===== src/rtl/soc_bus_pkg.sv =====
// Bus word, byte strobe and pad button types
`default_nettype none

package soc_bus_pkg;

	// Byte address of one bus access
	typedef logic [31:0] addr_t;

	// Read or write data word
	typedef logic [31:0] data_t;

	// One enable per byte lane
	typedef logic [3:0] strb_t;

	// Eight buttons of one pad, 1 = pressed
	typedef logic [7:0] pad_buttons_t;

endpackage

`default_nettype wire


===== src/rtl/resp_queue.sv =====
// Two-entry response FIFO gated by master credits
`timescale 1ns/10ps
`default_nettype none

module resp_queue #(
	parameter int RSP_CREDITS = 4
) (
	input  logic               clk_50mhz,
	input  logic               resetn,
	input  logic               in_valid,
	output logic               in_ready,
	input  soc_bus_pkg::data_t in_rdata,
	input  logic               in_err,
	output logic               rsp_valid,
	output soc_bus_pkg::data_t rsp_rdata,
	output logic               rsp_err,
	input  logic               rsp_credit
);

	localparam int CR_W = $clog2(RSP_CREDITS + 1);

	soc_bus_pkg::data_t rdata_q [2];
	logic               err_q   [2];
	logic               wr_ptr;
	logic               rd_ptr;
	logic [1:0]         count;
	logic [CR_W-1:0]    credits;
	logic               push;

	assign in_ready  = (count != 2'd2);
	assign push      = in_valid && in_ready;
	assign rsp_valid = (count != 2'd0) && (credits != '0);
	assign rsp_rdata = rdata_q[rd_ptr];
	assign rsp_err   = err_q[rd_ptr];

	always_ff @(posedge clk_50mhz) begin
		if (push) begin
			rdata_q[wr_ptr] <= in_rdata;
			err_q[wr_ptr]   <= in_err;
		end
	end

	always_ff @(posedge clk_50mhz) begin
		if (!resetn) begin
			wr_ptr  <= 1'b0;
			rd_ptr  <= 1'b0;
			count   <= 2'd0;
			credits <= CR_W'(RSP_CREDITS);
		end else begin
			if (push)
				wr_ptr <= ~wr_ptr;
			if (rsp_valid)
				rd_ptr <= ~rd_ptr;
			count   <= count + {1'b0, push} - {1'b0, rsp_valid};
			credits <= credits + CR_W'(rsp_credit) - CR_W'(rsp_valid);
		end
	end

	// Master hands back only credits it has used
	assert property (@(posedge clk_50mhz) disable iff (!resetn)
		rsp_credit |-> credits != CR_W'(RSP_CREDITS))
		else $error("response credit returned while all credits held");

endmodule

`default_nettype wire


===== config.mk =====
export PLATFORM = sky130hd
export DESIGN_NAME = resp_queue
export DESIGN_NICKNAME = d
export VERILOG_FILES = /design/src/rtl/soc_bus_pkg.sv /design/src/rtl/resp_queue.sv
export SDC_FILE = /design/constraint.sdc
export NUM_CORES = 1
export LEC_CHECK = 0
export ABC_AREA = 1
export BUFFER_PORTS_ARGS = -buffer_cell sky130_fd_sc_hd__clkbuf_2
export CORE_ASPECT_RATIO = 0.5
export CORE_MARGIN = 4
export CORE_UTILIZATION = 59
export CTS_BUF_LIST = sky130_fd_sc_hd__clkbuf_4
export DETAILED_ROUTE_END_ITERATION = 16
export GPL_TIMING_DRIVEN = 0
export PLACE_DENSITY_LB_ADDON = 0.3
export REMOVE_ABC_BUFFERS = 1
export SLEW_MARGIN = 30
export SYNTH_ARGS = -nofsm -noshare
export SYNTH_HDL_FRONTEND = slang
export SYNTH_SLANG_ARGS = --single-unit

===== constraint.sdc =====
create_clock -name clk_50mhz -period 5.2 [get_ports clk_50mhz]
set_clock_uncertainty 0.05 [all_clocks]
set_input_delay 0.26 -clock clk_50mhz [delete_from_list [all_inputs] [get_ports clk_50mhz]]
set_output_delay 0.26 -clock clk_50mhz [all_outputs]
set_load 0.01 [all_outputs]

==> results_dict.tcl <==
set metrics [dict create \
    clk_latency_ns 0.37 \
    clk_pin_slew_ns 0.10 \
    min_path_type "primary input to flop" \
    io_pins 72 \
    crit_type "flop to primary output" \
    critPathCaptureType "primary output" \
    postPlaceCellArea_um2 3370 \
    rows 17 \
    grt_max_degree 34 \
    critPathTopFamily "flip-flops" \
    final_cell_mix "71 x clkbuf_2, 66 x edfxtp_1, 32 x dlygate4sd3_1" \
    cp_slowest_cell "dfxtp_4" \
    hpwl_um 3420 \
    cts_tree "done" \
    crit_fanout 33 \
    drt-wirelength-per-cell_um 16.1 \
    pwr_density_cell_nw_per_um2 467 \
    drt_pass1_iterations 4 \
    fmax_ghz 0.508 \
    yosysWarningCount 0 \
    die-area_um2 6230 \
    synth_cell_type_count 18 \
    crit_buf_inv 1 \
    final_common_cell "clkbuf_2" \
    grt_pass1_wl_um 8500 \
    ys_ff_latch 74 \
    worstMarginPinSlew_ns 0.603 \
    core_um2 4590 \
    slew_headroom_pct 59.8 \
    vias_per_cell 4.96 \
    synthToLayoutAreaGrowth_pct 31.1 \
    numCtsBuffers 9 \
    grt_pass1_vias 1834 \
    start_util_pct 63.9 \
    hold_viol 0 \
    cp.depth 2 \
    finalSetupViolations 0 \
    drc_errors 0 \
    worstSetupStartpointType "flop" \
    ys_seq_area_share_pct 73.0 \
    cts.sink_count 74 \
    postLayoutCellArea_um2 3850 \
    cts_resized 0 \
    drtIter0Drc 60 \
    syn_area_per_cell_um2 18.5 \
    antenna_found_initial 0 \
    min_path_cells 1 \
    irDropWorstVdd_v 0.000305 \
    die_h_um 57.9 \
    fin_crit_sh_pct 37.9 \
    chipWidth_um 108 \
    drive_gt1_share_pct 44.9 \
    post_cts_buffers 0 \
    cap_violations 0 \
    diodes 0 \
    place.gp.congestion 0.820 \
    grt_overflow_total 0 \
    leakage_nw 1.61 \
    grt.total_usage_pct 18.6 \
    fillers 250 \
    syn-cell-area_um2 2930 \
    critPathRequiredTime_ns 4.89 \
    port_buffers 71 \
    critPathMaxStageDelay_ns 0.74 \
    outcome "complete, no violations" \
    wirelength_um 5500 \
    postRouteAntennaNets 0 \
    netlist_instances 159 \
    maxSlewViolCount 0 \
    clk_path_buf_depth 2 \
    period_needed_ns 1.97 \
    via_count 1695 \
    power_mw 1.79 \
    fin_setup_tns_ns 0 \
    layout.nets 311 \
    reg2regPathDepth 11 \
    critPathArrivalTime_ns 1.66 \
    cts-root-buf "clkbuf_4" \
    grt_setup_unrepaired "no" \
    crit_chain "mux2_2, clkbuf_2" \
    h-tree-depth 3 \
]
-- through the flow --
stage | worst slack (ns) | instances | hold WS [ns] | utilization, %
finish | 3.23 | 342 | 0.0487 | 83.7
global route | 3.11 | 342 | 0.00371 | 83.7
CTS | 3.17 | 341 | 0.0113 | 83.5
detailed placement | 3.27 | 294 | 0.405 | 73.4
global placement | 2.10 | 292 | 0.400 | 71.8
floorplan | 2.71 | 155 | 0.295 | -
-- cell type report --
type | instances | area [um2] | share of cell area (%)
multi-input cells | 68 | 687 | 17.9
clock inverters | 7 | 83.8 | 2.18
well taps | 66 | 82.6 | 2.15
inverters | 13 | 48.8 | 1.27
flip-flops and latches | 74 | 2150 | 55.8
repair buffers | 105 | 731 | 19.0
clock buffers | 9 | 67.6 | 1.76
-- registers in the layout, summed over array words and instances (netlist names), named ones only --
register,flops
rdata_q,64
credits,3
count,2
err_q,2
rd_ptr,1
wr_ptr,1
-- Yosys cell counts --
| cell | number | area share (%) |
|---|---|---|
| inv_1 | 13 | 1.7 |
| nand3_1 | 2 | 0.34 |
| nand2_2 | 1 | 0.21 |
| mux2_2 | 3 | 1.2 |
| nor2_1 | 8 | 1.0 |
| mux2_4 | 30 | 15 |
| buf_12 | 3 | 2.0 |
| xnor2_1 | 1 | 0.30 |
| nand2_1 | 15 | 1.9 |
| buf_6 | 1 | 0.38 |
| fa_1 | 1 | 0.68 |
| dfxtp_1 | 8 | 5.5 |
| xor2_1 | 1 | 0.30 |
| ha_1 | 2 | 0.85 |
| nand4_1 | 1 | 0.21 |
| edfxtp_1 | 66 | 68 |
| o21ai_0 | 2 | 0.34 |
| or2_2 | 1 | 0.21 |
-- path summary, 6_finish.rpt --
path,startpoint,to,slack (ns)
setup / recovery,flop,rsp_rdata[31],3.23
hold reg to reg,rd_ptr,rd_ptr,0.47
setup reg to reg,credits[1],credits[2],3.26
hold / removal,in_err,err_q[0],0.05
-- cells by family after synthesis --
family | share of synthesized area (%)
flops | 73.0
fa+ha+maj | 1.54
compound gates | 0.341
mux | 16.5
buf+inv | 4.09
xor+xnor | 0.597
simple gates | 3.92
-- power by group --
part	internal, mW	switching (mW)	total (mW)
clock	0.190	0.184	0.374
sequential	0.753	0.0913	0.844
combinational	0.317	0.260	0.577
total	1.26	0.535	1.79
-- repair_timing --
action,in CTS,in global routing
hold buffers,31,1
endpoints found under the setup margin,0,0
endpoints found under the hold margin,61,2
-- routing by layer --
metal	share of wire [%]	global-route usage [%]	vias up
met5	0	0	-
li1	-	-	810
met1	37	18.3	823
met4	1.5	6.65	0
met2	57	36.7	51
met3	5.1	6.01	11
(Power assumes the default switching activity.)
