[src/rtl/soc_bus_pkg.sv]
// Bus word, byte strobe and pad button types
`default_nettype none

package soc_bus_pkg;

	// Byte address of one bus access
	typedef logic [31:0] addr_t;

	// Read or write data word
	typedef logic [31:0] data_t;

	// One enable per byte lane
	typedef logic [3:0] strb_t;

	// Eight buttons of one pad, 1 = pressed
	typedef logic [7:0] pad_buttons_t;

endpackage

`default_nettype wire

[src/rtl/req_intake.sv]
// Request intake FIFO with credit return on each pop
`timescale 1ns/10ps
`default_nettype none

module req_intake #(
	parameter int REQ_DEPTH = 4
) (
	input  logic               clk_50mhz,
	input  logic               resetn,
	input  logic               req_valid,
	input  logic               req_write,
	input  soc_bus_pkg::addr_t req_addr,
	input  soc_bus_pkg::data_t req_wdata,
	input  soc_bus_pkg::strb_t req_wstrb,
	output logic               req_credit,
	output logic               out_valid,
	input  logic               out_ready,
	output logic               out_write,
	output soc_bus_pkg::addr_t out_addr,
	output soc_bus_pkg::data_t out_wdata,
	output soc_bus_pkg::strb_t out_wstrb
);

	localparam int PTR_W = (REQ_DEPTH > 1) ? $clog2(REQ_DEPTH) : 1;
	localparam int CNT_W = $clog2(REQ_DEPTH + 1);

	logic               write_q [REQ_DEPTH];
	soc_bus_pkg::addr_t addr_q  [REQ_DEPTH];
	soc_bus_pkg::data_t wdata_q [REQ_DEPTH];
	soc_bus_pkg::strb_t wstrb_q [REQ_DEPTH];

	logic [PTR_W-1:0] wr_ptr;
	logic [PTR_W-1:0] rd_ptr;
	logic [CNT_W-1:0] count;
	logic             pop;
	logic             full;

	assign full       = (count == CNT_W'(REQ_DEPTH));
	assign out_valid  = (count != '0);
	assign pop        = out_valid && out_ready;
	assign req_credit = pop;

	assign out_write = write_q[rd_ptr];
	assign out_addr  = addr_q[rd_ptr];
	assign out_wdata = wdata_q[rd_ptr];
	assign out_wstrb = wstrb_q[rd_ptr];

	always_ff @(posedge clk_50mhz) begin
		if (req_valid) begin
			write_q[wr_ptr] <= req_write;
			addr_q[wr_ptr]  <= req_addr;
			wdata_q[wr_ptr] <= req_wdata;
			wstrb_q[wr_ptr] <= req_wstrb;
		end
	end

	always_ff @(posedge clk_50mhz) begin
		if (!resetn) begin
			wr_ptr <= '0;
			rd_ptr <= '0;
			count  <= '0;
		end else begin
			if (req_valid)
				wr_ptr <= (wr_ptr == PTR_W'(REQ_DEPTH - 1)) ? '0 : wr_ptr + 1'b1;
			if (pop)
				rd_ptr <= (rd_ptr == PTR_W'(REQ_DEPTH - 1)) ? '0 : rd_ptr + 1'b1;
			case ({req_valid, pop})
				2'b10:   count <= count + 1'b1;
				2'b01:   count <= count - 1'b1;
				default: count <= count;
			endcase
		end
	end

	// Master spent a credit it never got back
	assert property (@(posedge clk_50mhz) disable iff (!resetn) !(req_valid && full))
		else $error("request accepted while intake FIFO full");

endmodule

`default_nettype wire

[config.mk]
export PLATFORM = sky130hd
export DESIGN_NAME = req_intake
export DESIGN_NICKNAME = d
export VERILOG_FILES = /design/src/rtl/soc_bus_pkg.sv /design/src/rtl/req_intake.sv
export SDC_FILE = /design/constraint.sdc
export NUM_CORES = 1
export LEC_CHECK = 0
export CAP_MARGIN = 30
export CORE_MARGIN = 2
export CORE_UTILIZATION = 55
export CTS_CLUSTER_SIZE = 24
export DETAILED_ROUTE_END_ITERATION = 6
export DONT_BUFFER_PORTS = 1
export PLACE_DENSITY = 0.7
export SYNTH_ARGS = -nofsm -noshare
export SYNTH_HDL_FRONTEND = slang
export SYNTH_SLANG_ARGS = --single-unit
[constraint.sdc]
create_clock -name clk_50mhz -period 4.7 [get_ports clk_50mhz]
set_input_delay 0.94 -clock clk_50mhz [delete_from_list [all_inputs] [get_ports clk_50mhz]]
set_output_delay 0.94 -clock clk_50mhz [all_outputs]
set_load 0.005 [all_outputs]
==> results.tsv <==
metric	value	unit
placed_cell_area	10700	um2
worstPathArrival	2300	ps
cts_buffers	27	
finClkSkew	6.19	ps
port-buffer-count	0	
min-delay-start	req_addr[9]	
clk-insertion-delay-late	510	ps
die_x	142	um
setup_viol	0	
core	18600	um2
cts_setup_buffers	0	
io_pins	144	
post_cts_resized	0	
cp_cell_sequence	buf_12 > mux4_2	
maxSlewViolCount	0	
row_count	50	
dp_hpwl	10100	um
crit_required	3760	ps
timing.critical_path.slowest_cell_delay	740	ps
grt_pass1_wl	26400	um
hold_end	addr_q[0][9]	
grt_max_degree	70	
ant_nets	0	
cts-root-buf	clkbuf_16	
crit_slowest_cell	dfxtp_4	
wl_met2	8840	um
reg2reg_from	count[0]	
cts_sinks	285	
drive_gt1_share	26.9	%
fmax	0.308	GHz
rsz0062_at_grt	false	
cp-start-kind	register	
async_flop_share	0	%
grt_pass1_vias	4544	
p_per_area	504	nW/um2
grt_overflow	0	
route.detailed.drc	0	
finalCritPeriodShare	69.0	%
synth_flop_cell	edfxtp_1	
nets	510	
synth_edf_count	276	
antenna_found_initial	0	
grt_usage	17.5	%
r2r-end	count[2]	
drt_iter0_markers	204	
num_antenna_cells	0	
r2r_cells	8	
worstMarginPinSlew	626	ps
syn_inst	411	
synth_area	10400	um2
post-synth-top-count-cell	edfxtp_1	
regToRegSetupSlack	2570	ps
htree_levels	1	
status	complete, no violations	
synth_area_leaders	edfxtp_1, mux4_2, dfxtp_1	
area_delta_synth_final	11.6	%
routed.top_layer	met4	
synth_top_cell_area_share	79.5	%
relSlewSlack	58.2	%
syn-num-nets	491	
nFillCells	1230	
crit_type	reg2out	
final_util	62.5	%
tritoncts	done	
setup_tns	0	ps
cp-end-kind	output port	
p_leak	3.60	nW
gp_congestion	0.724	
start_util	56.0	%
synth_warnings	0	
min_period	3240	ps
cts_hold_buf	0	
yosysSeqAreaShare	81.2	%
totalWireLength	17200	um
clk_pin_slew_worst_paths	60	ps
routed_via_density	6.07	
maxCapViolCount	0	
netlist_top_cells_count	edfxtp_1, mux4_2, dfxtp_1	
synth_cell_type_count	25	
met3_length	1340	um
max-vdd-ir-drop	0.000411	V
avgSynthCellArea	25.4	um2
met1_length	6730	um
vias	4152	
die_h	142	um
die_area	20100	um2
cts.path.max_buffers	3	
fin_area	11600	um2
avgRoutedWirePerCell	25.1	um
critPathMaxFanout	40	
hold_depth	0	
final-hold-violation-count	0	
synth_top_cell_by_area	edfxtp_1	
synth-seq-cells	285	
hold_class	in2reg	
firstDrtPassIters	4	
## registers in the layout (all words and copies together) (netlist names), named ones only
name / count
rd_ptr: 2
write_q: 4
wr_ptr: 2
wstrb_q: 16
addr_q: 128
count: 3
wdata_q: 128
## worst max path at each step
| stage | to | slack [ps] | startpoint |
|---|---|---|---|
| after floorplan | addr_q[0][0] | 1710 | req_valid |
| after global placement | out_write | 1950 | register |
| after detailed placement | out_write | 1930 | register |
| after CTS | out_write | 1350 | register |
| after global routing | out_write | 1270 | register |
| final | out_write | 1460 | register |
## cell families (layout without fill, tap and decap cells)
group           count (synthesis)  in the layout  share of synthesized area (%)
compound gates                  7              7                          0.384
xor+xnor                        2              2                          0.168
fa+ha+maj                       7              7                          0.912
buf+inv                        23             62                           1.45
flops                         285            285                           81.2
mux                            70             70                           15.0
simple gates                   17             17                          0.912
## metal layers
layer  global-route usage, %  vias up
met1                    22.2     2199
li1                        -     1780
met2                    29.8      146
met3                    5.23       27
met5                       0        -
met4                    4.84        0
## final cells by class
cell class	instances	area, um2	share of cell area (%)
clock inverters	20	196	1.69
repair buffers	6	150	1.29
multi-input cells	103	1820	15.6
inverters	7	26.3	0.226
clock buffers	29	683	5.87
flip-flops and latches	285	8480	72.8
well taps	234	293	2.51
## cells in the final DEF, fill, tap and decap left out
master	count
mux2i_1	1
clkinv_2	7
buf_12	2
xnor2_1	1
o31ai_1	1
clkbuf_1	2
fa_1	1
mux4_2	69
clkinvlp_4	2
and2_4	4
a21boi_0	1
buf_16	4
a21oi_1	1
clkinv_1	7
xor2_1	1
or3_1	2
nand2_1	3
nor2b_1	2
and2_1	2
dfxtp_4	2
nor2_1	1
nor3b_1	1
dfxtp_1	7
ha_1	6
inv_1	7
o21ai_0	4
bufinv_16	4
clkbuf_16	27
edfxtp_1	276
nand3_1	2
## worst max-delay path, delay by kind of cell, from the launching register on
kind                   cells  cell delay, ps
buffers and inverters      1             360
muxes                      1             600
DFF                        1             740
## per-stage QoR
stage	cells	power, mW	hold slack (ps)	setup slack, ps
after detailed placement	634	3.82	518	1930
after CTS	683	5.95	488	1350
after global routing	684	6.10	481	1270
after floorplan	411	3.69	473	1710
final	684	5.87	514	1460
after global placement	630	3.78	487	1950
## report_power, final
group          switching [mW]  internal, mW  total, mW
Clock                   0.862          1.27       2.13
Combinational           0.325         0.396      0.721
Sequential              0.107          2.91       3.02
Power figures use the tool's default switching activity.
