<file path="src/rtl/soc_bus_pkg.sv">
// Bus word, byte strobe and pad button types
`default_nettype none

package soc_bus_pkg;

	// Byte address of one bus access
	typedef logic [31:0] addr_t;

	// Read or write data word
	typedef logic [31:0] data_t;

	// One enable per byte lane
	typedef logic [3:0] strb_t;

	// Eight buttons of one pad, 1 = pressed
	typedef logic [7:0] pad_buttons_t;

endpackage

`default_nettype wire

</file>
<file path="src/rtl/pad_reader.sv">
// Two-pad serial reader with clock divider, latch/shift sequencer and button registers
`timescale 1ns/10ps
`default_nettype none

module pad_reader #(
	parameter int PAD_DIV_BITS = 9
) (
	input  logic                      clk_50mhz,
	input  logic                      resetn,
	output logic                      pad_latch,
	output logic                      pad_clk,
	input  logic                      pad0_data,
	input  logic                      pad1_data,
	output soc_bus_pkg::pad_buttons_t pad0_buttons,
	output soc_bus_pkg::pad_buttons_t pad1_buttons
);

	typedef enum logic [1:0] {
		ST_IDLE,
		ST_LATCH,
		ST_SAMPLE,
		ST_CLOCK
	} pad_state_t;

	pad_state_t                state;
	logic [PAD_DIV_BITS-1:0]   div;
	logic                      tick;
	logic [2:0]                bit_cnt;
	soc_bus_pkg::pad_buttons_t shift0;
	soc_bus_pkg::pad_buttons_t shift1;
	soc_bus_pkg::pad_buttons_t shift0_next;
	soc_bus_pkg::pad_buttons_t shift1_next;

	assign tick = (div == '1);

	assign pad_latch = (state == ST_LATCH);
	assign pad_clk   = (state == ST_CLOCK);

	// Active-low lines enter at the top so the first bit lands in bit 0
	assign shift0_next = {~pad0_data, shift0[7:1]};
	assign shift1_next = {~pad1_data, shift1[7:1]};

	always_ff @(posedge clk_50mhz) begin
		if (tick && state == ST_SAMPLE) begin
			shift0 <= shift0_next;
			shift1 <= shift1_next;
		end
	end

	always_ff @(posedge clk_50mhz) begin
		if (!resetn) begin
			div          <= '0;
			state        <= ST_IDLE;
			bit_cnt      <= '0;
			pad0_buttons <= '0;
			pad1_buttons <= '0;
		end else begin
			div <= div + 1'b1;
			if (tick) begin
				case (state)
					ST_IDLE:  state <= ST_LATCH;
					ST_LATCH: begin
						state   <= ST_SAMPLE;
						bit_cnt <= '0;
					end
					ST_SAMPLE: begin
						if (bit_cnt == 3'd7) begin
							pad0_buttons <= shift0_next;
							pad1_buttons <= shift1_next;
							state        <= ST_LATCH;
						end else begin
							bit_cnt <= bit_cnt + 1'b1;
							state   <= ST_CLOCK;
						end
					end
					default:  state <= ST_SAMPLE;
				endcase
			end
		end
	end

	// Buttons only move when a new frame starts
	assert property (@(posedge clk_50mhz) disable iff (!resetn)
		!$stable({pad1_buttons, pad0_buttons}) |-> $rose(pad_latch))
		else $error("pad buttons changed outside a frame boundary");

endmodule

`default_nettype wire

</file>
<file path="config.mk">
export PLATFORM = sky130hd
export DESIGN_NAME = pad_reader
export DESIGN_NICKNAME = d
export VERILOG_FILES = /design/src/rtl/soc_bus_pkg.sv /design/src/rtl/pad_reader.sv
export SDC_FILE = /design/constraint.sdc
export NUM_CORES = 1
export LEC_CHECK = 0
export BUFFER_PORTS_ARGS = -buffer_cell sky130_fd_sc_hd__buf_2
export CORE_MARGIN = 10
export CORE_UTILIZATION = 50
export DETAILED_ROUTE_END_ITERATION = 6
export HOLD_SLACK_MARGIN = 0.03
export PLACE_DENSITY = 0.68
export SETUP_SLACK_MARGIN = 0.05
export SYNTH_ARGS = -nofsm -noshare
export SYNTH_HDL_FRONTEND = slang
export SYNTH_SLANG_ARGS = --single-unit
</file>
<file path="constraint.sdc">
create_clock -name clk_50mhz -period 3.8 [get_ports clk_50mhz]
set_input_delay 0.57 -clock clk_50mhz [delete_from_list [all_inputs] [get_ports clk_50mhz]]
set_output_delay 0.57 -clock clk_50mhz [all_outputs]
set_load 0.005 [all_outputs]
</file>
==> results.yml, run 1 <==
die:
  placementRows: 20
  initial_core_util: 0.529
  ios: 22
  die_w_um: 77.1
  fp.dieH_um: 77.1
  design.core.area_um2: 3080
  die_area_um2: 5940
power_and_ir_drop:
  p_per_area_nw_per_um2: 430
  max-vdd-ir-drop_mv: 0.219
  leakagePower_nw: 0.704
synthesis:
  synth_ff_type: "dfxtp_1"
  synth-seq-area-share: 0.627
  post_synth_num_cell_types: 34
  synthesis.instances: 151
  ys_ff_latch: 44
  yosysWarnings: 0
  syn_avg_cell_area_um2: 10.8
  synthArstFlopShare: 0
  synth-edff-count: 14
  synth_fp_nets: 159
  syn_area_um2: 1630
clock_tree:
  clock-sinks: 44
  h-tree-depth: 2
  holdBufCountCts: 0
  numCtsBuffers: 5
  clock_latency_ns: 0.35
  clock_tree.buffer_depth: 2
  ctsResizeCount: 0
  cts-root-buf: "clkbuf_4"
  cts_tree: "yes"
  cts_setup_buffers: 0
  clkTransAtPathRegs_ns: 0.12
cells_and_area:
  multi_input_area_um2: 529
  n_fill_cell: 298
  layout.area.seq_um2: 1020
  fin_nets: 178
  diodes: 0
  drive_above_1_share: 0.187
  final_cells: 215
  areaGrowthSynthToFinish_pct: 11.1
  postLayoutCoreUtil: 0.588
worst_setup_path:
  critPathTopFamily: "simple AND/OR/NAND/NOR gates"
  critical_path.max_stage_delay_ns: 0.87
  arrival_ns: 2.89
  crit_fanout: 32
  worstPathCellList: "ha_1 -> nand3_1 -> nor2_1 -> and3_1 -> ha_1 -> and4b_1 -> nor2_1 -> a211oi_2"
  crit_path_end_kind: "register"
  required_ns: 4.08
  path_class: "register to register"
  slowest_stage: "and4b_1"
  startpoint_type: "register"
  critPathBufInv: 0
sta:
  worst_pin_slew_ns: 0.963
  clock.fmax_mhz: 383
  setup_viol: 0
  timing.final.crit_share: 0.687
  skew_ns: 0.0103
  drv_slew: 0
  slew_headroom: 0.357
  timing_hold_violations_final: 0
  rsz0062_at_grt: "false"
  tns_ns: 0
  finalCriticalPeriod_ns: 2.61
place:
  port_buffers: 21
  placed_cells: 207
  gp_congestion: 0.685
  hpwl_mm: 1.94
status:
  status: "finished clean"
global_route:
  antenna_found_initial: 0
  grt_pass1_wl_mm: 4.93
  grt_pass1_vias: 1125
  grt.total_usage: 0.102
  grt_max_degree: 36
  overflow: 0
route:
  drt_iter0_drc: 91
  drcViolationCount: 0
  dr.pass1.iters: 4
  routed_via_density: 5.02
  drtAntennaViolNets: 0
  finalWirelength_mm: 2.78
  num_vias: 1079
  post_drt_wl_per_cell_um: 12.9
min_path:
  worstHoldPathType: "primary input to register"
job:
  max_cap_violations: 0
[where the power goes]
group          switching (mW)  total, mW  leakage, nW  internal [mW]
Sequential            0.00256      0.487        0.368          0.484
Combinational         0.00964     0.0136        0.294        0.00392
Clock                   0.139      0.277       0.0422          0.138
[area by class of cell]
| cell class | count | share of cell area |
|---|---|---|
| Sequential cell | 44 | 0.564 |
| Timing Repair Buffer | 22 | 0.0622 |
| Clock buffer | 6 | 0.0228 |
| Clock inverter | 2 | 0.0194 |
| Tap cell | 44 | 0.0304 |
| Multi-Input combinational cell | 93 | 0.293 |
| Inverter | 4 | 0.00830 |
[placed cells by master (no fill, tap or decap), types with 2 or more instances in the layout]
master,Yosys,routed
dfxtp_1,30,30
buf_2,1,21
nand2_1,19,19
nand3_1,17,17
o21ai_0,15,15
edfxtp_1,14,14
nor2_1,11,11
clkbuf_4,0,5
inv_1,4,4
ha_1,4,4
and2_1,3,3
a32o_1,2,2
xnor2_1,2,2
a21oi_1,2,2
xor2_1,2,2
[worst register-to-register path: stages, from the launching register on]
cell,delay [ns]
dfxtp_1,0.40
ha_1,0.20
nand3_1,0.12
nor2_1,0.19
and3_1,0.18
ha_1,0.25
and4b_1,0.87
nor2_1,0.13
a211oi_2,0.21
[worst paths after layout]
| check | startpoint | endpoint | slack (ns) | cells past startpoint |
|---|---|---|---|---|
| worst min-delay path | pad1_data | pad1_buttons[7]$_SDFFE_PN0P_ | 0.40 | 2 |
| worst max register to register | div[0]$_SDFF_PN0_ | pad0_buttons[7]$_SDFFE_PN0P_ | 1.19 | 8 |
| worst min register to register | pad1_buttons[2]$_SDFFE_PN0P_ | pad1_buttons[2]$_SDFFE_PN0P_ | 0.46 | 2 |
| worst max-delay path | div[0]$_SDFF_PN0_ | pad0_buttons[7]$_SDFFE_PN0P_ | 1.19 | 8 |
[cells by family (layout without fill, tap and decap cells)]
logic type               count (synthesis)  after routing  share of synthesized area
XOR/XNOR                                 4              4                     0.0215
buffers and inverters                   14             34                     0.0476
flip-flops                              44             44                      0.627
adder cells (fa/ha/maj)                  4              4                     0.0307
AND/OR/NAND/NOR                         59             59                      0.172
multiplexers                             1              1                    0.00615
AO/OA/AOI/OAI                           25             25                     0.0945
[metal layers]
layer  vias to the layer above  share of wire  track usage  wire, um
met4                         0          0.014       0.0438        38
met3                         5          0.057       0.0536       159
met5                         -              0            0         0
met1                       493           0.43        0.103      1180
li1                        560              -            -         -
met2                        21           0.50        0.174      1400
[Yosys cell counts (all sizes together), types with 2 or more instances]
master / count / area share
dfxtp: 30 / 0.37
nand2: 20 / 0.048
nand3: 17 / 0.052
o21ai: 16 / 0.049
edfxtp: 14 / 0.26
nor2: 11 / 0.025
buf: 5 / 0.026
clkbuf: 5 / 0.012
ha: 4 / 0.031
inv: 4 / 0.0092
and2: 3 / 0.012
a211oi: 2 / 0.012
a21oi: 2 / 0.0061
a32o: 2 / 0.012
xnor2: 2 / 0.011
xor2: 2 / 0.011
[sequential cells by signal, summed over array words and instances, names as in the netlist]
register / cells
state: 2
shift0: 7
shift1: 7
div: 9
pad1_buttons: 8
bit_cnt: 3
pad0_buttons: 8
[metrics by stage]
| step | total power, mW | hold slack, ns | setup slack, ns | area, um2 |
|---|---|---|---|---|
| finish | 0.778 | 0.400 | 1.19 | 1810 |
| CTS | 0.790 | 0.383 | 1.16 | 1810 |
| detailed placement | 0.511 | 0.442 | 1.18 | 1730 |
| floorplan | 0.508 | 0.426 | 1.53 | 1630 |
| global placement | 0.511 | 0.430 | 1.32 | 1730 |
| global route | 0.815 | 0.371 | 0.869 | 1810 |
No activity file was read; power rests on OpenSTA's default activity.
==> inputs of run 2 (changes only) <==
--- a/config.mk
+++ b/config.mk
@@ -10,7 +10,7 @@
 export CORE_UTILIZATION = 50
 export DETAILED_ROUTE_END_ITERATION = 6
 export HOLD_SLACK_MARGIN = 0.03
-export PLACE_DENSITY = 0.68
+export PLACE_DENSITY = 0.71
 export SETUP_SLACK_MARGIN = 0.05
 export SYNTH_ARGS = -nofsm -noshare
 export SYNTH_HDL_FRONTEND = slang
==> constraint.sdc (replaced) <==
create_clock -name clk_50mhz -period 2.3 [get_ports clk_50mhz]
set_input_delay 0.345 -clock clk_50mhz [delete_from_list [all_inputs] [get_ports clk_50mhz]]
set_output_delay 0.345 -clock clk_50mhz [all_outputs]
set_load 0.005 [all_outputs]
==> run 2 against run 1 <==
Sequential power is 65% higher. Setup slack lost 0.95 ns. Total power increased by 52%. Final cell count is 1.4% higher. Die area is the same. Via count rose by 6.0%. Sequential share of layout area shrank 0.35 points. Largest cell class unchanged. Critical path depth grew 1.
==> results.yml, run 2 (synthesis results as in run 1) <==
sta:
  rsz0062_at_grt: "false"
  timing_hold_violations_final: 0
  slew_headroom: 0.728
  timing.final.crit_share: 0.894
  setup_viol: 0
  drv_slew: 0
  clock.fmax_mhz: 486
  skew_ns: 0.0129
  hold-worst-slack_ns: 0.190
  worst_pin_slew_ns: 0.407
  tns_ns: 0
  finalCriticalPeriod_ns: 2.06
  layout_setup_ws_ns: 0.244
global_route:
  overflow: 0
  grt.total_usage: 0.0975
  grt_pass1_vias: 1047
  grt_max_degree: 35
  antenna_found_initial: 0
  grt_pass1_wl_mm: 4.75
min_path:
  min-delay-start: "pad0_data"
  worstHoldPathType: "primary input to register"
power_and_ir_drop:
  p_sw_frac: 0.215
  p_per_area_nw_per_um2: 649
  combPwrFrac: 0.021
  seqPwrFrac: 0.681
  p_switching_mw: 0.254
  leakagePower_nw: 0.703
  intPower_mw: 0.926
  clkPwrFrac: 0.298
  max-vdd-ir-drop_mv: 0.353
cells_and_area:
  final_common_cell: "dfxtp_1"
  drive_above_1_share: 0.218
  layout.area.seq_um2: 1020
  n_fill_cell: 274
  multi_input_area_um2: 541
  largest_register_ffs: 9
  final_cell_mix: "dfxtp_1, buf_2, nand2_1"
  fin_area_um2: 1820
  diodes: 0
  final_cells: 218
  top_regs: "div x9, pad0_buttons x8, pad1_buttons x8"
  areaGrowthSynthToFinish_pct: 11.8
  regMostFlops: "div"
  fin_nets: 181
clock_tree:
  h-tree-depth: 2
  clkTransAtPathRegs_ns: 0.11
  cts_tree: "yes"
  holdBufCountCts: 0
  clock-sinks: 44
  numCtsBuffers: 5
  cts_setup_buffers: 0
  clock_latency_ns: 0.35
  cts-root-buf: "clkbuf_4"
  clock_tree.buffer_depth: 2
  ctsResizeCount: 0
worst_setup_path:
  arrival_ns: 2.31
  worstReg2RegStart: "div[0]$_SDFF_PN0_"
  crit_fanout: 10
  setup.worst_path.start: "div[0]$_SDFF_PN0_"
  startpoint_type: "register"
  required_ns: 2.55
  crit_path_end_kind: "register"
  path_class: "register to register"
place:
  gp_congestion: 0.742
  hpwl_mm: 2.16
  pre_cts_slack_ns: 0.201
  port_buffers: 21
  placed_cells: 210
  placed_area_um2: 1760
die:
  die_w_um: 77.1
  ios: 22
  fp.dieH_um: 77.1
  die_area_um2: 5940
  initial_core_util: 0.529
  placementRows: 20
  design.core.area_um2: 3080
route:
  dr.max_layer_used: "met4"
  post_drt_wl_per_cell_um: 13.8
  drcViolationCount: 0
  finalWirelength_mm: 3.00
  drtAntennaViolNets: 0
  met3WireLength_um: 152
  dr.pass1.iters: 4
  route.met2.wl_mm: 1.46
  routed_via_density: 5.25
  drt_iter0_drc: 77
  num_vias: 1144
  wl_met1_mm: 1.36
status:
  status: "finished clean"
job:
  max_cap_violations: 0
-- run 2: per-layer routing --
metal | track usage | vias up
met5 | 0 | -
met4 | 0.0438 | 0
met3 | 0.0361 | 5
met2 | 0.156 | 27
met1 | 0.114 | 543
li1 | - | 569
-- run 2: through the flow --
step | power [mW] | utilization
after global routing | 1.22 | 0.591
final | 1.18 | 0.591
after global placement | 0.845 | 0.571
after floorplan | 0.839 | -
after detailed placement | 0.847 | 0.571
after CTS | 1.19 | 0.589
-- run 2: area by class of cell --
cell class / count / area share
clock inverter: 2 / 0.00687
sequential: 44 / 0.561
inverter: 4 / 0.00825
clock buffer: 6 / 0.0227
timing repair buffer: 25 / 0.0742
tap: 44 / 0.0302
multi-input combinational: 93 / 0.297
-- run 2: worst paths after layout --
| check | cells past startpoint | end | slack (ns) |
|---|---|---|---|
| worst max-delay path | 9 | pad1_buttons[7]$_SDFFE_PN0P_ | 0.24 |
| worst min-delay path | 2 | pad0_buttons[7]$_SDFFE_PN0P_ | 0.19 |
| worst max register to register | 9 | pad1_buttons[7]$_SDFFE_PN0P_ | 0.24 |
| worst min register to register | 2 | pad1_buttons[3]$_SDFFE_PN0P_ | 0.46 |
-- run 2: power by group through the flow --
stage	clock, mW	sequential [mW]	combinational [mW]
finish	0.352	0.805	0.0247
global route	0.391	0.806	0.0277
CTS	0.363	0.805	0.0250
detailed placement	0	0.822	0.0249
global placement	0	0.822	0.0236
floorplan	0	0.821	0.0177
-- run 2: worst max-delay path, stage by stage (launching register included) --
cell and delay, ns:
dfxtp_1 0.39, ha_1 0.20, nand3_1 0.12, nor2_1 0.19, and3_1 0.18, ha_2 0.22, and4b_1 0.22, buf_4 0.17
nor2_1 0.05, a211oi_1 0.22
