<file path="config.mk">
export PLATFORM = sky130hd
export DESIGN_NAME = bus_router
export DESIGN_NICKNAME = d
export VERILOG_FILES = /design/src/rtl/soc_bus_pkg.sv /design/src/rtl/soc_map_pkg.sv /design/src/rtl/bus_router.sv
export SDC_FILE = /design/constraint.sdc
export NUM_CORES = 1
export LEC_CHECK = 0
export ABC_AREA = 1
export ABC_CLOCK_PERIOD_IN_PS = 2200
export BUFFER_PORTS_ARGS = -buffer_cell sky130_fd_sc_hd__buf_2
export CORE_AREA = 2 2 85 87
export CTS_BUF_LIST = sky130_fd_sc_hd__clkbuf_2 sky130_fd_sc_hd__clkbuf_4 sky130_fd_sc_hd__clkbuf_8
export CTS_CLUSTER_SIZE = 10
export DETAILED_ROUTE_END_ITERATION = 8
export DIE_AREA = 0 0 87 89
export PLACE_DENSITY = 0.91
export SYNTH_ARGS = -nofsm -noshare
export SYNTH_HDL_FRONTEND = slang
export SYNTH_SLANG_ARGS = --single-unit
</file>
<file path="constraint.sdc">
create_clock -name clk_50mhz -period 2.2 [get_ports clk_50mhz]
set_input_delay 0.33 -clock clk_50mhz [delete_from_list [all_inputs] [get_ports clk_50mhz]]
set_output_delay 0.33 -clock clk_50mhz [all_outputs]
set_load 0.01 [all_outputs]
</file>
<file path="src/rtl/soc_bus_pkg.sv">
// Bus word, byte strobe and pad button types
`default_nettype none

package soc_bus_pkg;

	// Byte address of one bus access
	typedef logic [31:0] addr_t;

	// Read or write data word
	typedef logic [31:0] data_t;

	// One enable per byte lane
	typedef logic [3:0] strb_t;

	// Eight buttons of one pad, 1 = pressed
	typedef logic [7:0] pad_buttons_t;

endpackage

`default_nettype wire

</file>
<file path="src/rtl/soc_map_pkg.sv">
// Address map of the boot RAM and game-pad register regions
`default_nettype none

package soc_map_pkg;

	// Boot RAM, 1 KiB window
	parameter soc_bus_pkg::addr_t RAM_BASE = 32'h0201_0000;
	parameter int RAM_SPAN_BITS = 10;

	// Pad register, one word
	parameter soc_bus_pkg::addr_t PAD_BASE = 32'h0200_0200;
	parameter int PAD_SPAN_BITS = 2;

endpackage

`default_nettype wire

</file>
<file path="src/rtl/bus_router.sv">
// Address decoder and two-stage dispatch to boot RAM and pad register
`timescale 1ns/10ps
`default_nettype none

module bus_router #(
	parameter int RAM_WORDS = 256
) (
	input  logic                        clk_50mhz,
	input  logic                        resetn,
	input  logic                        in_valid,
	output logic                        in_ready,
	input  logic                        in_write,
	input  soc_bus_pkg::addr_t          in_addr,
	input  soc_bus_pkg::data_t          in_wdata,
	input  soc_bus_pkg::strb_t          in_wstrb,
	input  soc_bus_pkg::pad_buttons_t   pad0_buttons,
	input  soc_bus_pkg::pad_buttons_t   pad1_buttons,
	output logic                        ram_en,
	output logic                        ram_we,
	output logic [$clog2(RAM_WORDS)-1:0] ram_addr,
	output soc_bus_pkg::data_t          ram_wdata,
	output soc_bus_pkg::strb_t          ram_wstrb,
	input  soc_bus_pkg::data_t          ram_rdata,
	output logic                        out_valid,
	input  logic                        out_ready,
	output soc_bus_pkg::data_t          out_rdata,
	output logic                        out_err
);

	localparam int RAM_AW = $clog2(RAM_WORDS);
	localparam int RSB    = soc_map_pkg::RAM_SPAN_BITS;
	localparam int PSB    = soc_map_pkg::PAD_SPAN_BITS;

	logic ram_hit;
	logic pad_hit;
	logic adv;

	// Decode stage
	logic               s1_valid;
	logic               s1_err;
	logic               s1_ram;
	logic               s1_pad;
	logic               s1_write;
	logic [RAM_AW-1:0]  s1_word;
	soc_bus_pkg::data_t s1_wdata;
	soc_bus_pkg::strb_t s1_wstrb;

	// Access stage
	logic               s2_valid;
	logic               s2_err;
	logic               s2_ram_rd;
	soc_bus_pkg::data_t s2_data;

	assign ram_hit = (in_addr[31:RSB] == soc_map_pkg::RAM_BASE[31:RSB]);
	// Pad register is read-only
	assign pad_hit = (in_addr[31:PSB] == soc_map_pkg::PAD_BASE[31:PSB]) && !in_write;

	assign adv      = !s2_valid || out_ready;
	assign in_ready = !s1_valid || adv;

	assign ram_en    = s1_valid && s1_ram && adv;
	assign ram_we    = s1_write;
	assign ram_addr  = s1_word;
	assign ram_wdata = s1_wdata;
	assign ram_wstrb = s1_wstrb;

	assign out_valid = s2_valid;
	assign out_err   = s2_err;
	assign out_rdata = s2_ram_rd ? ram_rdata : s2_data;

	always_ff @(posedge clk_50mhz) begin
		if (in_valid && in_ready) begin
			s1_err   <= !(ram_hit || pad_hit);
			s1_ram   <= ram_hit;
			s1_pad   <= pad_hit;
			s1_write <= in_write;
			s1_word  <= in_addr[RAM_AW+1:2];
			s1_wdata <= in_wdata;
			s1_wstrb <= in_wstrb;
		end
		if (s1_valid && adv) begin
			s2_err    <= s1_err;
			s2_ram_rd <= s1_ram && !s1_write;
			s2_data   <= s1_pad ? {16'b0, pad1_buttons, pad0_buttons} : '0;
		end
	end

	always_ff @(posedge clk_50mhz) begin
		if (!resetn) begin
			s1_valid <= 1'b0;
			s2_valid <= 1'b0;
		end else begin
			if (in_ready)
				s1_valid <= in_valid;
			if (adv)
				s2_valid <= s1_valid;
		end
	end

endmodule

`default_nettype wire

</file>
==> impl_metrics.toml, run 1 <==
[logic_synthesis]
yosysSeqAreaShare_pct = 75.3
syn-num-nets = 322
synth_most_common_cell = "edfxtp_1"
synth.area.top_cells = "edfxtp_1, mux2_2, inv_1"
ys_seq_elements = 68
synth_edf_count = 66
syn_area_um2 = 2690
async_flop_share_pct = 0
synthFlopType = "edfxtp_1"
ys_types = 16
ys_warn_count = 0
synth.largest_area_cell = "edfxtp_1"
synth_top_area_share_pct = 73.8
synth_cells = 201
avgSynthCellArea_um2 = 13.4
synth_top_cells_by_count = "edfxtp_1, inv_1, nand2_1"

[route]
drt-initial-drc-count = 57
dr_wl_met3_um = 815
dr.pass1.iters = 4
dr.max_layer_used = "met4"
vias = 2135
postRouteAntennaNets = 0
drt-total-wl_um = 6540
wl_per_cell_um = 13.3
drc_errors = 0
avgViaCountPerCell = 4.33
met1_length_um = 2140
met2_length_um = 3440

[worst_setup_path]
cp.arrival_ns = 1.49
reg2reg_from = "out_valid"
critPathKind = "flop to primary output"
crit_chain = "buf_4, mux2_2, buf_2"
worstPathRequired_ns = 1.87
cp-startpoint = "s2_ram_rd"
critPathSlowestCell = "mux2_2"
end_kind = "primary output"
crit_fanout = 32
reg2reg_depth = 5
max_stage_delay_ns = 0.38
critPathLaunchType = "flop"

[sta]
relSlewSlack_pct = 35.8
timing.fmax_mhz = 549
setup_viol = 0
worstMarginPinSlew_ns = 0.961
slew_violations = 0
final.setup_skew_ns = 0.00801
rsz0062_at_grt = "no"
layout_worst_path_cycle_share_pct = 82.9
fin_setup_tns_ns = 0
fin_crit_ns = 1.82
whs_ns = 0.163
final-hold-violation-count = 0

[clocking]
root_buffer = "clkbuf_8"
clkTransAtPathRegs_ns = 0.08
clock_sinks = 68
clk_latency_ns = 0.34
hold_buffers = 0
cts_tree = "yes"
cts_setup_buffers = 0
cts_buffer_depth = 2
post_cts_resized = 0
cts-htree-levels = 3
cts_made_buffers = 9

[global_route]
track_usage_pct = 16.3
overflow = 0
grt_max_degree = 49
grt_pass1_wl_um = 9200
first_global_vias = 2175
antenna_found_initial = 0

[final_layout]
stdcell_count = 493
final_layout_size_suffix_gt1_share_pct = 57.1
syn_to_final_growth_pct = 47.2
final_nets = 529
antennaDiodeCount = 0

[job]
drv_cap = 0

[place]
portBuffers = 199
gp_congestion = 0.716
post-dp-hpwl_um = 5250
dpl.cell_count = 477

[worst_hold_path]
hp-start = "in_wdata[3]"
hp-class = "input pin to flop"
min_delay_path_depth = 1

[power_and_ir_drop]
finalPower_mw = 2.84
p_leak_nw = 2.05
p_per_area_nw_per_um2 = 719
ir_worst_vdd_mv = 0.528

[die]
die_h_um = 89
start_util_pct = 40.0
rows = 30
ioPinCount = 202
die_x_um = 87
die_area_um2 = 7740
core-area_um2 = 6720

[run_status]
status = "finished clean"
[state kept, by name, summed over array words and instances, names as in the netlist]
| register | cells |
|---|---|
| ram_wdata | 32 |
| s2_data | 16 |
| ram_addr | 8 |
| ram_wstrb | 4 |
| out_err | 1 |
| out_valid | 1 |
| ram_we | 1 |
| s1_err | 1 |
| s1_pad | 1 |
| s1_ram | 1 |
| s1_valid | 1 |
| s2_ram_rd | 1 |
[through the flow]
step	area, um2	util [%]	worst slack, ns
finish	3950	58.8	0.377
floorplan	2690	-	0.203
CTS	3950	58.8	0.349
global placement	3750	55.9	0.485
detailed placement	3750	55.9	0.393
global route	3950	58.8	0.301
[area by class of cell]
cell class              instances  area, um2
repair buffers                201       1010
clock buffers                   9        124
multi-input cells              88        472
inverters                      40        150
fillers                       540       2770
clock inverters                 7       75.1
flip-flops and latches         68       2020
well taps                      80        100
[path summary, 6_finish.rpt]
path                                 endpoint  slack, ns
worst max register to register  ram_wdata[14]       0.50
worst min register to register        out_err       0.44
worst max-delay path            out_rdata[11]       0.38
worst min-delay path             ram_wdata[3]       0.16
[power by group]
part | internal (mW) | switching, mW | leakage [nW] | total, mW
logic | 0.159 | 0.163 | 1.29 | 0.322
registers | 1.50 | 0.0183 | 0.658 | 1.51
clock network | 0.529 | 0.478 | 0.104 | 1.01
total | 2.18 | 0.660 | 2.05 | 2.84
[critical path, delay by kind of cell, from the launching register on]
kind                   cells  cell delay, ns
buffers and inverters      2            0.46
muxes                      1            0.38
DFF                        1            0.32
[cell usage in the layout (no fill, tap or decap), types with 2 or more instances in the layout]
cell      instances
nor2_2            2
clkinv_2          2
buf_2           199
nor2_1           22
buf_4             2
nand3_1           2
or2_0             2
inv_1            39
mux2_2           16
clkinv_4          3
dfxtp_1           2
clkbuf_8          9
nand2_1          40
edfxtp_1         66
[logic make-up after synthesis]
logic type,Yosys count,synth area share [%]
muxes,16,6.71
AOI/OAI and AO/OA,1,0.186
buffers and inverters,45,7.17
DFF,68,75.3
and+or+nand+nor,71,10.7
[layer usage]
layer | vias up | track usage, %
met2 | 137 | 31.4
li1 | 1065 | -
met3 | 13 | 7.57
met4 | 0 | 7.95
met5 | - | 0
met1 | 920 | 14.1
Power figures use the tool's default switching activity.
==> inputs of run 2 (changes only) <==
--- a/config.mk
+++ b/config.mk
@@ -5,14 +5,14 @@
 export SDC_FILE = /design/constraint.sdc
 export NUM_CORES = 1
 export LEC_CHECK = 0
-export ABC_AREA = 1
-export ABC_CLOCK_PERIOD_IN_PS = 2200
+export ABC_AREA = 0
+export ABC_CLOCK_PERIOD_IN_PS = 1900
 export BUFFER_PORTS_ARGS = -buffer_cell sky130_fd_sc_hd__buf_2
-export CORE_AREA = 2 2 85 87
+export CORE_AREA = 2 2 84 86
 export CTS_BUF_LIST = sky130_fd_sc_hd__clkbuf_2 sky130_fd_sc_hd__clkbuf_4 sky130_fd_sc_hd__clkbuf_8
 export CTS_CLUSTER_SIZE = 10
 export DETAILED_ROUTE_END_ITERATION = 8
-export DIE_AREA = 0 0 87 89
+export DIE_AREA = 0 0 86 88
 export PLACE_DENSITY = 0.91
 export SYNTH_ARGS = -nofsm -noshare
 export SYNTH_HDL_FRONTEND = slang
==> constraint.sdc (replaced) <==
create_clock -name clk_50mhz -period 1.9 [get_ports clk_50mhz]
set_input_delay 0.285 -clock clk_50mhz [delete_from_list [all_inputs] [get_ports clk_50mhz]]
set_output_delay 0.285 -clock clk_50mhz [all_outputs]
set_load 0.01 [all_outputs]
==> run 2 against run 1 <==
  * Synthesized cell count fell by 28%
  * Register-to-register slack got worse by 0.09 ns
  * Final area fell by 2.8%
  * First-iteration DRC count is 44% lower
  * Clock skew increased by 0.0033 ns
  * Final cell count decreased by 11%
  * Area after synthesis is 4.3% lower
  * Critical endpoint is now out_rdata[12]
  * Largest power group unchanged
  * Highest routed layer unchanged
==> impl_metrics.toml, run 2 <==
[run_status]
status = "finished clean"

[place]
place_area_um2 = 3670
dpl.cell_count = 421
post-place-ws_ns = 0.0616
gp_congestion = 0.767
post-dp-hpwl_um = 4830
portBuffers = 199

[logic_synthesis]
synth.area.top_cells = "edfxtp_1, and2_1, mux2_2"
synthFlopType = "edfxtp_1"
synth_edf_count = 66
synth_top_area_share_pct = 77.1
ys_warn_count = 0
yosysSeqAreaShare_pct = 78.7
synth.largest_area_cell = "edfxtp_1"
avgSynthCellArea_um2 = 17.8
syn_area_um2 = 2570
ys_seq_elements = 68
synth_top_cells_by_count = "edfxtp_1, and2_1, mux2_2"
synth_most_common_cell = "edfxtp_1"
syn-num-nets = 265
async_flop_share_pct = 0
synth_cells = 144
ys_types = 19

[die]
start_util_pct = 38.7
die_x_um = 86
rows = 30
ioPinCount = 202
die_area_um2 = 7570
core-area_um2 = 6640
die_h_um = 88

[final_layout]
final_layout_size_suffix_gt1_share_pct = 66.1
largest_reg_flops = 32
layout_commonest_cell = "buf_2"
stdcell_count = 437
final_nets = 473
fillCellCount = 555
syn_to_final_growth_pct = 49.6
design_area_um2 = 3840
final_cell_mix = "buf_2, edfxtp_1, and2_1"
antennaDiodeCount = 0

[power_and_ir_drop]
seqPwrFrac_pct = 55.6
combPwrFrac_pct = 11.7
p_leak_nw = 1.73
p_per_area_nw_per_um2 = 822
pwr-share-clk_pct = 32.8
p_sw_share_pct = 23.8
power.switching_mw = 0.752
ir_worst_vdd_mv = 0.769
power.internal_mw = 2.41

[worst_setup_path]
reg2reg_depth = 3
max_stage_delay_ns = 0.38
cp.arrival_ns = 1.46
crit_chain = "buf_4, mux2_2, buf_2"
worstPathRequired_ns = 1.62
reg2reg_from = "out_valid"
critPathSlowestCell = "mux2_2"
cp_top_family = "buffers and inverters"
r2r-end = "ram_wdata[5]"
reg2reg_slack_ns = 0.41
crit_buf_inv = 2
end_kind = "primary output"
crit_fanout = 32
critPathKind = "flop to primary output"
critPathLaunchType = "flop"

[route]
postRouteAntennaNets = 0
drt-initial-drc-count = 32
vias = 1980
avgViaCountPerCell = 4.53
dr.pass1.iters = 4
wl_per_cell_um = 13.9
drt-total-wl_um = 6070
drc_errors = 0

[clocking]
cts_buffer_depth = 2
cts-htree-levels = 3
cts_made_buffers = 9
clk_latency_ns = 0.33
clock_sinks = 68
root_buffer = "clkbuf_8"
post_cts_resized = 0
hold_buffers = 0
cts_tree = "yes"
clkTransAtPathRegs_ns = 0.08
cts_setup_buffers = 0

[sta]
final.setup_skew_ns = 0.0113
fin_crit_ns = 1.75
layout_worst_path_cycle_share_pct = 91.9
setup_slack_ns = 0.154
worstMarginPinSlew_ns = 0.603
rsz0062_at_grt = "no"
setup_viol = 0
slew_violations = 0
final-hold-violation-count = 0
relSlewSlack_pct = 59.8
fin_setup_tns_ns = 0
timing.fmax_mhz = 573

[global_route]
track_usage_pct = 15.4
grt_pass1_wl_um = 8760
antenna_found_initial = 0
first_global_vias = 1976
overflow = 0
grt_max_degree = 49

[worst_hold_path]
hold_path_end = "ram_wstrb[1]"
min_delay_path_depth = 1
hp-start = "in_wstrb[1]"
hp-class = "input pin to flop"

[job]
drv_cap = 0
run 2: changes by cell type after synthesis, moves of 3 or more:
cell and change:
inv_1 -39, nand2_1 -38, and2_1 +33, nor2_1 -21
nor2b_1 +4, nor4_1 +4, buf_6 -3
run 2: area by class of cell:
cell class,instances,area (um2),share of cell area [%]
Sequential cell,68,2020,52.6
Inverter,1,3.75,0.0977
Multi-Input combinational cell,71,532,13.8
Clock inverter,7,51.3,1.33
Clock buffer,9,124,3.22
Tap cell,80,100,2.60
Timing Repair Buffer,201,1010,26.3
run 2: per-stage QoR:
| step | hold WS, ns | power (mW) | util (%) |
|---|---|---|---|
| floorplan | 0.384 | 1.93 | - |
| global placement | 0.454 | 2.15 | 55.2 |
| detailed placement | 0.422 | 2.16 | 55.2 |
| CTS | 0.0978 | 3.21 | 57.8 |
| global route | 0.0915 | 3.29 | 57.9 |
| finish | 0.122 | 3.16 | 57.9 |
run 2: how the worst max path moves through the flow:
stage / from / to / slack [ns] / cells past startpoint
3_5_place_dp: out_valid / ram_wdata[31] / 0.06 / 3
4_1_cts: out_valid / ram_we / 0.07 / 3
3_3_place_gp: out_valid / ram_wdata[19] / 0.14 / 3
2_1_floorplan: out_valid / ram_addr[0] / 0.21 / 3
5_1_grt: s2_ram_rd / out_rdata[6] / 0.05 / 3
6_report: s2_ram_rd / out_rdata[12] / 0.15 / 3
run 2: power by group through the flow:
stage / logic, mW / clock network [mW] / registers [mW]
2_1_floorplan: 0.113 / 0 / 1.82
3_3_place_gp: 0.362 / 0 / 1.79
3_5_place_dp: 0.373 / 0 / 1.79
4_1_cts: 0.374 / 1.08 / 1.76
5_1_grt: 0.401 / 1.13 / 1.76
6_report: 0.368 / 1.03 / 1.76
run 2: cell families (layout without fill, tap and decap cells):
kind of cell / after synthesis / in the layout / synth area share [%]
compound gates: 3 / 3 / 0.828
simple gates: 52 / 52 / 12.7
buf+inv: 5 / 218 / 0.828
mux: 16 / 16 / 7.01
flops: 68 / 68 / 78.7
run 2: metal layers:
metal	wire [um]	GRT usage (%)	up-vias	part of all wire [%]
met1	2050	15.4	887	34
met3	749	7.26	9	12
met5	0	0	-	0
met4	97	5.63	0	1.6
li1	-	-	956	-
met2	3180	28.0	128	52
==> inputs of run 3 (changes only) <==
--- a/config.mk
+++ b/config.mk
@@ -8,12 +8,14 @@
 export ABC_AREA = 0
 export ABC_CLOCK_PERIOD_IN_PS = 1900
 export BUFFER_PORTS_ARGS = -buffer_cell sky130_fd_sc_hd__buf_2
-export CORE_AREA = 2 2 84 86
+export CELL_PAD_IN_SITES_DETAIL_PLACEMENT = 0
+export CELL_PAD_IN_SITES_GLOBAL_PLACEMENT = 1
+export CORE_AREA = 2 2 69 136
 export CTS_BUF_LIST = sky130_fd_sc_hd__clkbuf_2 sky130_fd_sc_hd__clkbuf_4 sky130_fd_sc_hd__clkbuf_8
 export CTS_CLUSTER_SIZE = 10
 export DETAILED_ROUTE_END_ITERATION = 8
-export DIE_AREA = 0 0 86 88
-export PLACE_DENSITY = 0.91
+export DIE_AREA = 0 0 71 138
+export PLACE_DENSITY = 0.92
 export SYNTH_ARGS = -nofsm -noshare
 export SYNTH_HDL_FRONTEND = slang
 export SYNTH_SLANG_ARGS = --single-unit
==> run 3 against run 2 <==
  * Sequential share of layout area decreased by 0.89 points
  * Largest cell class unchanged
  * Core utilization decreased by 14 points
  * Routed wire length increased by 5.9%
  * Non-clock buffer count unchanged
  * Final area increased by 1.7%
  * Sequential power about the same
  * Critical endpoint is now out_rdata[11]
  * Combinational power about the same
  * Flip-flop and latch count unchanged
  * Via count increased by 0.71%
  * Critical path depth unchanged
==> impl_metrics.toml, run 3 (synthesized netlist as in run 2, its figures left out) <==
[sta]
slew_violations = 0
fin_setup_tns_ns = 0
final.setup_skew_ns = 0.00799
fin_crit_ns = 1.76
final-hold-violation-count = 0
relSlewSlack_pct = 58.9
layout_worst_path_cycle_share_pct = 92.6
worstMarginPinSlew_ns = 0.617
timing.fmax_mhz = 569
setup_viol = 0
rsz0062_at_grt = "no"

[die]
die_x_um = 71
rows = 49
die_h_um = 138
die_area_um2 = 9800
start_util_pct = 28.9
core-area_um2 = 8890
ioPinCount = 202

[final_layout]
layout_commonest_cell = "buf_2"
final_layout_size_suffix_gt1_share_pct = 66.0
antennaDiodeCount = 0
utilization_pct = 44.0
final_nets = 473
largest_reg_flops = 32
syn_to_final_growth_pct = 52.1
final_cell_mix = "buf_2, edfxtp_1, and2_1"

[global_route]
grt_max_degree = 49
overflow = 0
antenna_found_initial = 1
track_usage_pct = 13.5
grt_pass1_wl_um = 9800
first_global_vias = 2095

[power_and_ir_drop]
p_per_area_nw_per_um2 = 868
ir_worst_vdd_mv = 0.535
p_leak_nw = 1.75
finalPower_mw = 3.40

[clocking]
hold_buffers = 0
clkTransAtPathRegs_ns = 0.08
clock_sinks = 68
clk_latency_ns = 0.34
cts_buffer_depth = 2
root_buffer = "clkbuf_8"
cts-htree-levels = 3
cts_tree = "yes"
cts_made_buffers = 9

[worst_hold_path]
hp-class = "input pin to flop"

[worst_setup_path]
critPathLaunchType = "flop"
worstPathRequired_ns = 1.62
critPathKind = "flop to primary output"
cp.arrival_ns = 1.47
end_kind = "primary output"
crit_fanout = 32

[route]
drt-total-wl_um = 6430
postRouteAntennaNets = 0
drc_errors = 0
vias = 1994
wl_per_cell_um = 14.0
drt-initial-drc-count = 61
avgViaCountPerCell = 4.35
dr.pass1.iters = 4

[place]
post-dp-hpwl_um = 5150
portBuffers = 199
gp_congestion = 0.736

[run_status]
status = "finished clean"

[job]
drv_cap = 0
run 3: cell type report:
type | count | area (um2)
Fill cell | 831 | 4980
Sequential cell | 68 | 2020
Timing Repair Buffer | 201 | 1010
Multi-Input combinational cell | 71 | 532
Tap cell | 102 | 128
Clock buffer | 9 | 124
Clock inverter | 6 | 90.1
Inverter | 1 | 3.75
run 3: stage by stage:
step	hold WS [ns]	setup WS [ns]	area [um2]	cells
after floorplan	0.384	0.207	2570	144
after global placement	0.460	0.145	3690	443
after detailed placement	0.435	0.0610	3690	443
after CTS	0.0850	0.0511	3910	458
after global routing	0.0842	0.0442	3910	458
final	0.109	0.141	3910	458
run 3: worst max-delay path: stages, from the launching register on:
cell and delay, ns:
edfxtp_1 0.32, buf_4 0.28, mux2_2 0.38, buf_2 0.14
run 3: metal layers:
metal | vias to the layer above | wire length [um] | global-route usage (%)
met5 | - | 0 | 0
met4 | 0 | 305 | 10.0
met3 | 24 | 609 | 5.39
met2 | 124 | 3550 | 24.2
met1 | 891 | 1970 | 11.2
li1 | 955 | - | -
run 3: what timing repair did:
item	4_1_cts	5_1_grt
gates resized for setup	0	1
buffers inserted	0	0
hold endpoints to repair	0	0
endpoints found under the setup margin	0	48
run 3: power breakdown:
part	internal [mW]	switching [mW]	total (mW)	leakage (nW)
sequential	1.73	0.0219	1.76	0.654
clock	0.733	0.540	1.27	0.105
combinational	0.193	0.173	0.366	0.994
run 3: worst paths after layout:
| path | from | end | slack (ns) | depth (start not counted) |
|---|---|---|---|---|
| setup / recovery | s2_ram_rd | out_rdata[11] | 0.14 | 3 |
| hold / removal | in_wdata[2] | ram_wdata[2] | 0.11 | 1 |
| hold reg to reg | s1_err | out_err | 0.44 | 0 |
| setup reg to reg | out_valid | ram_wdata[0] | 0.40 | 3 |
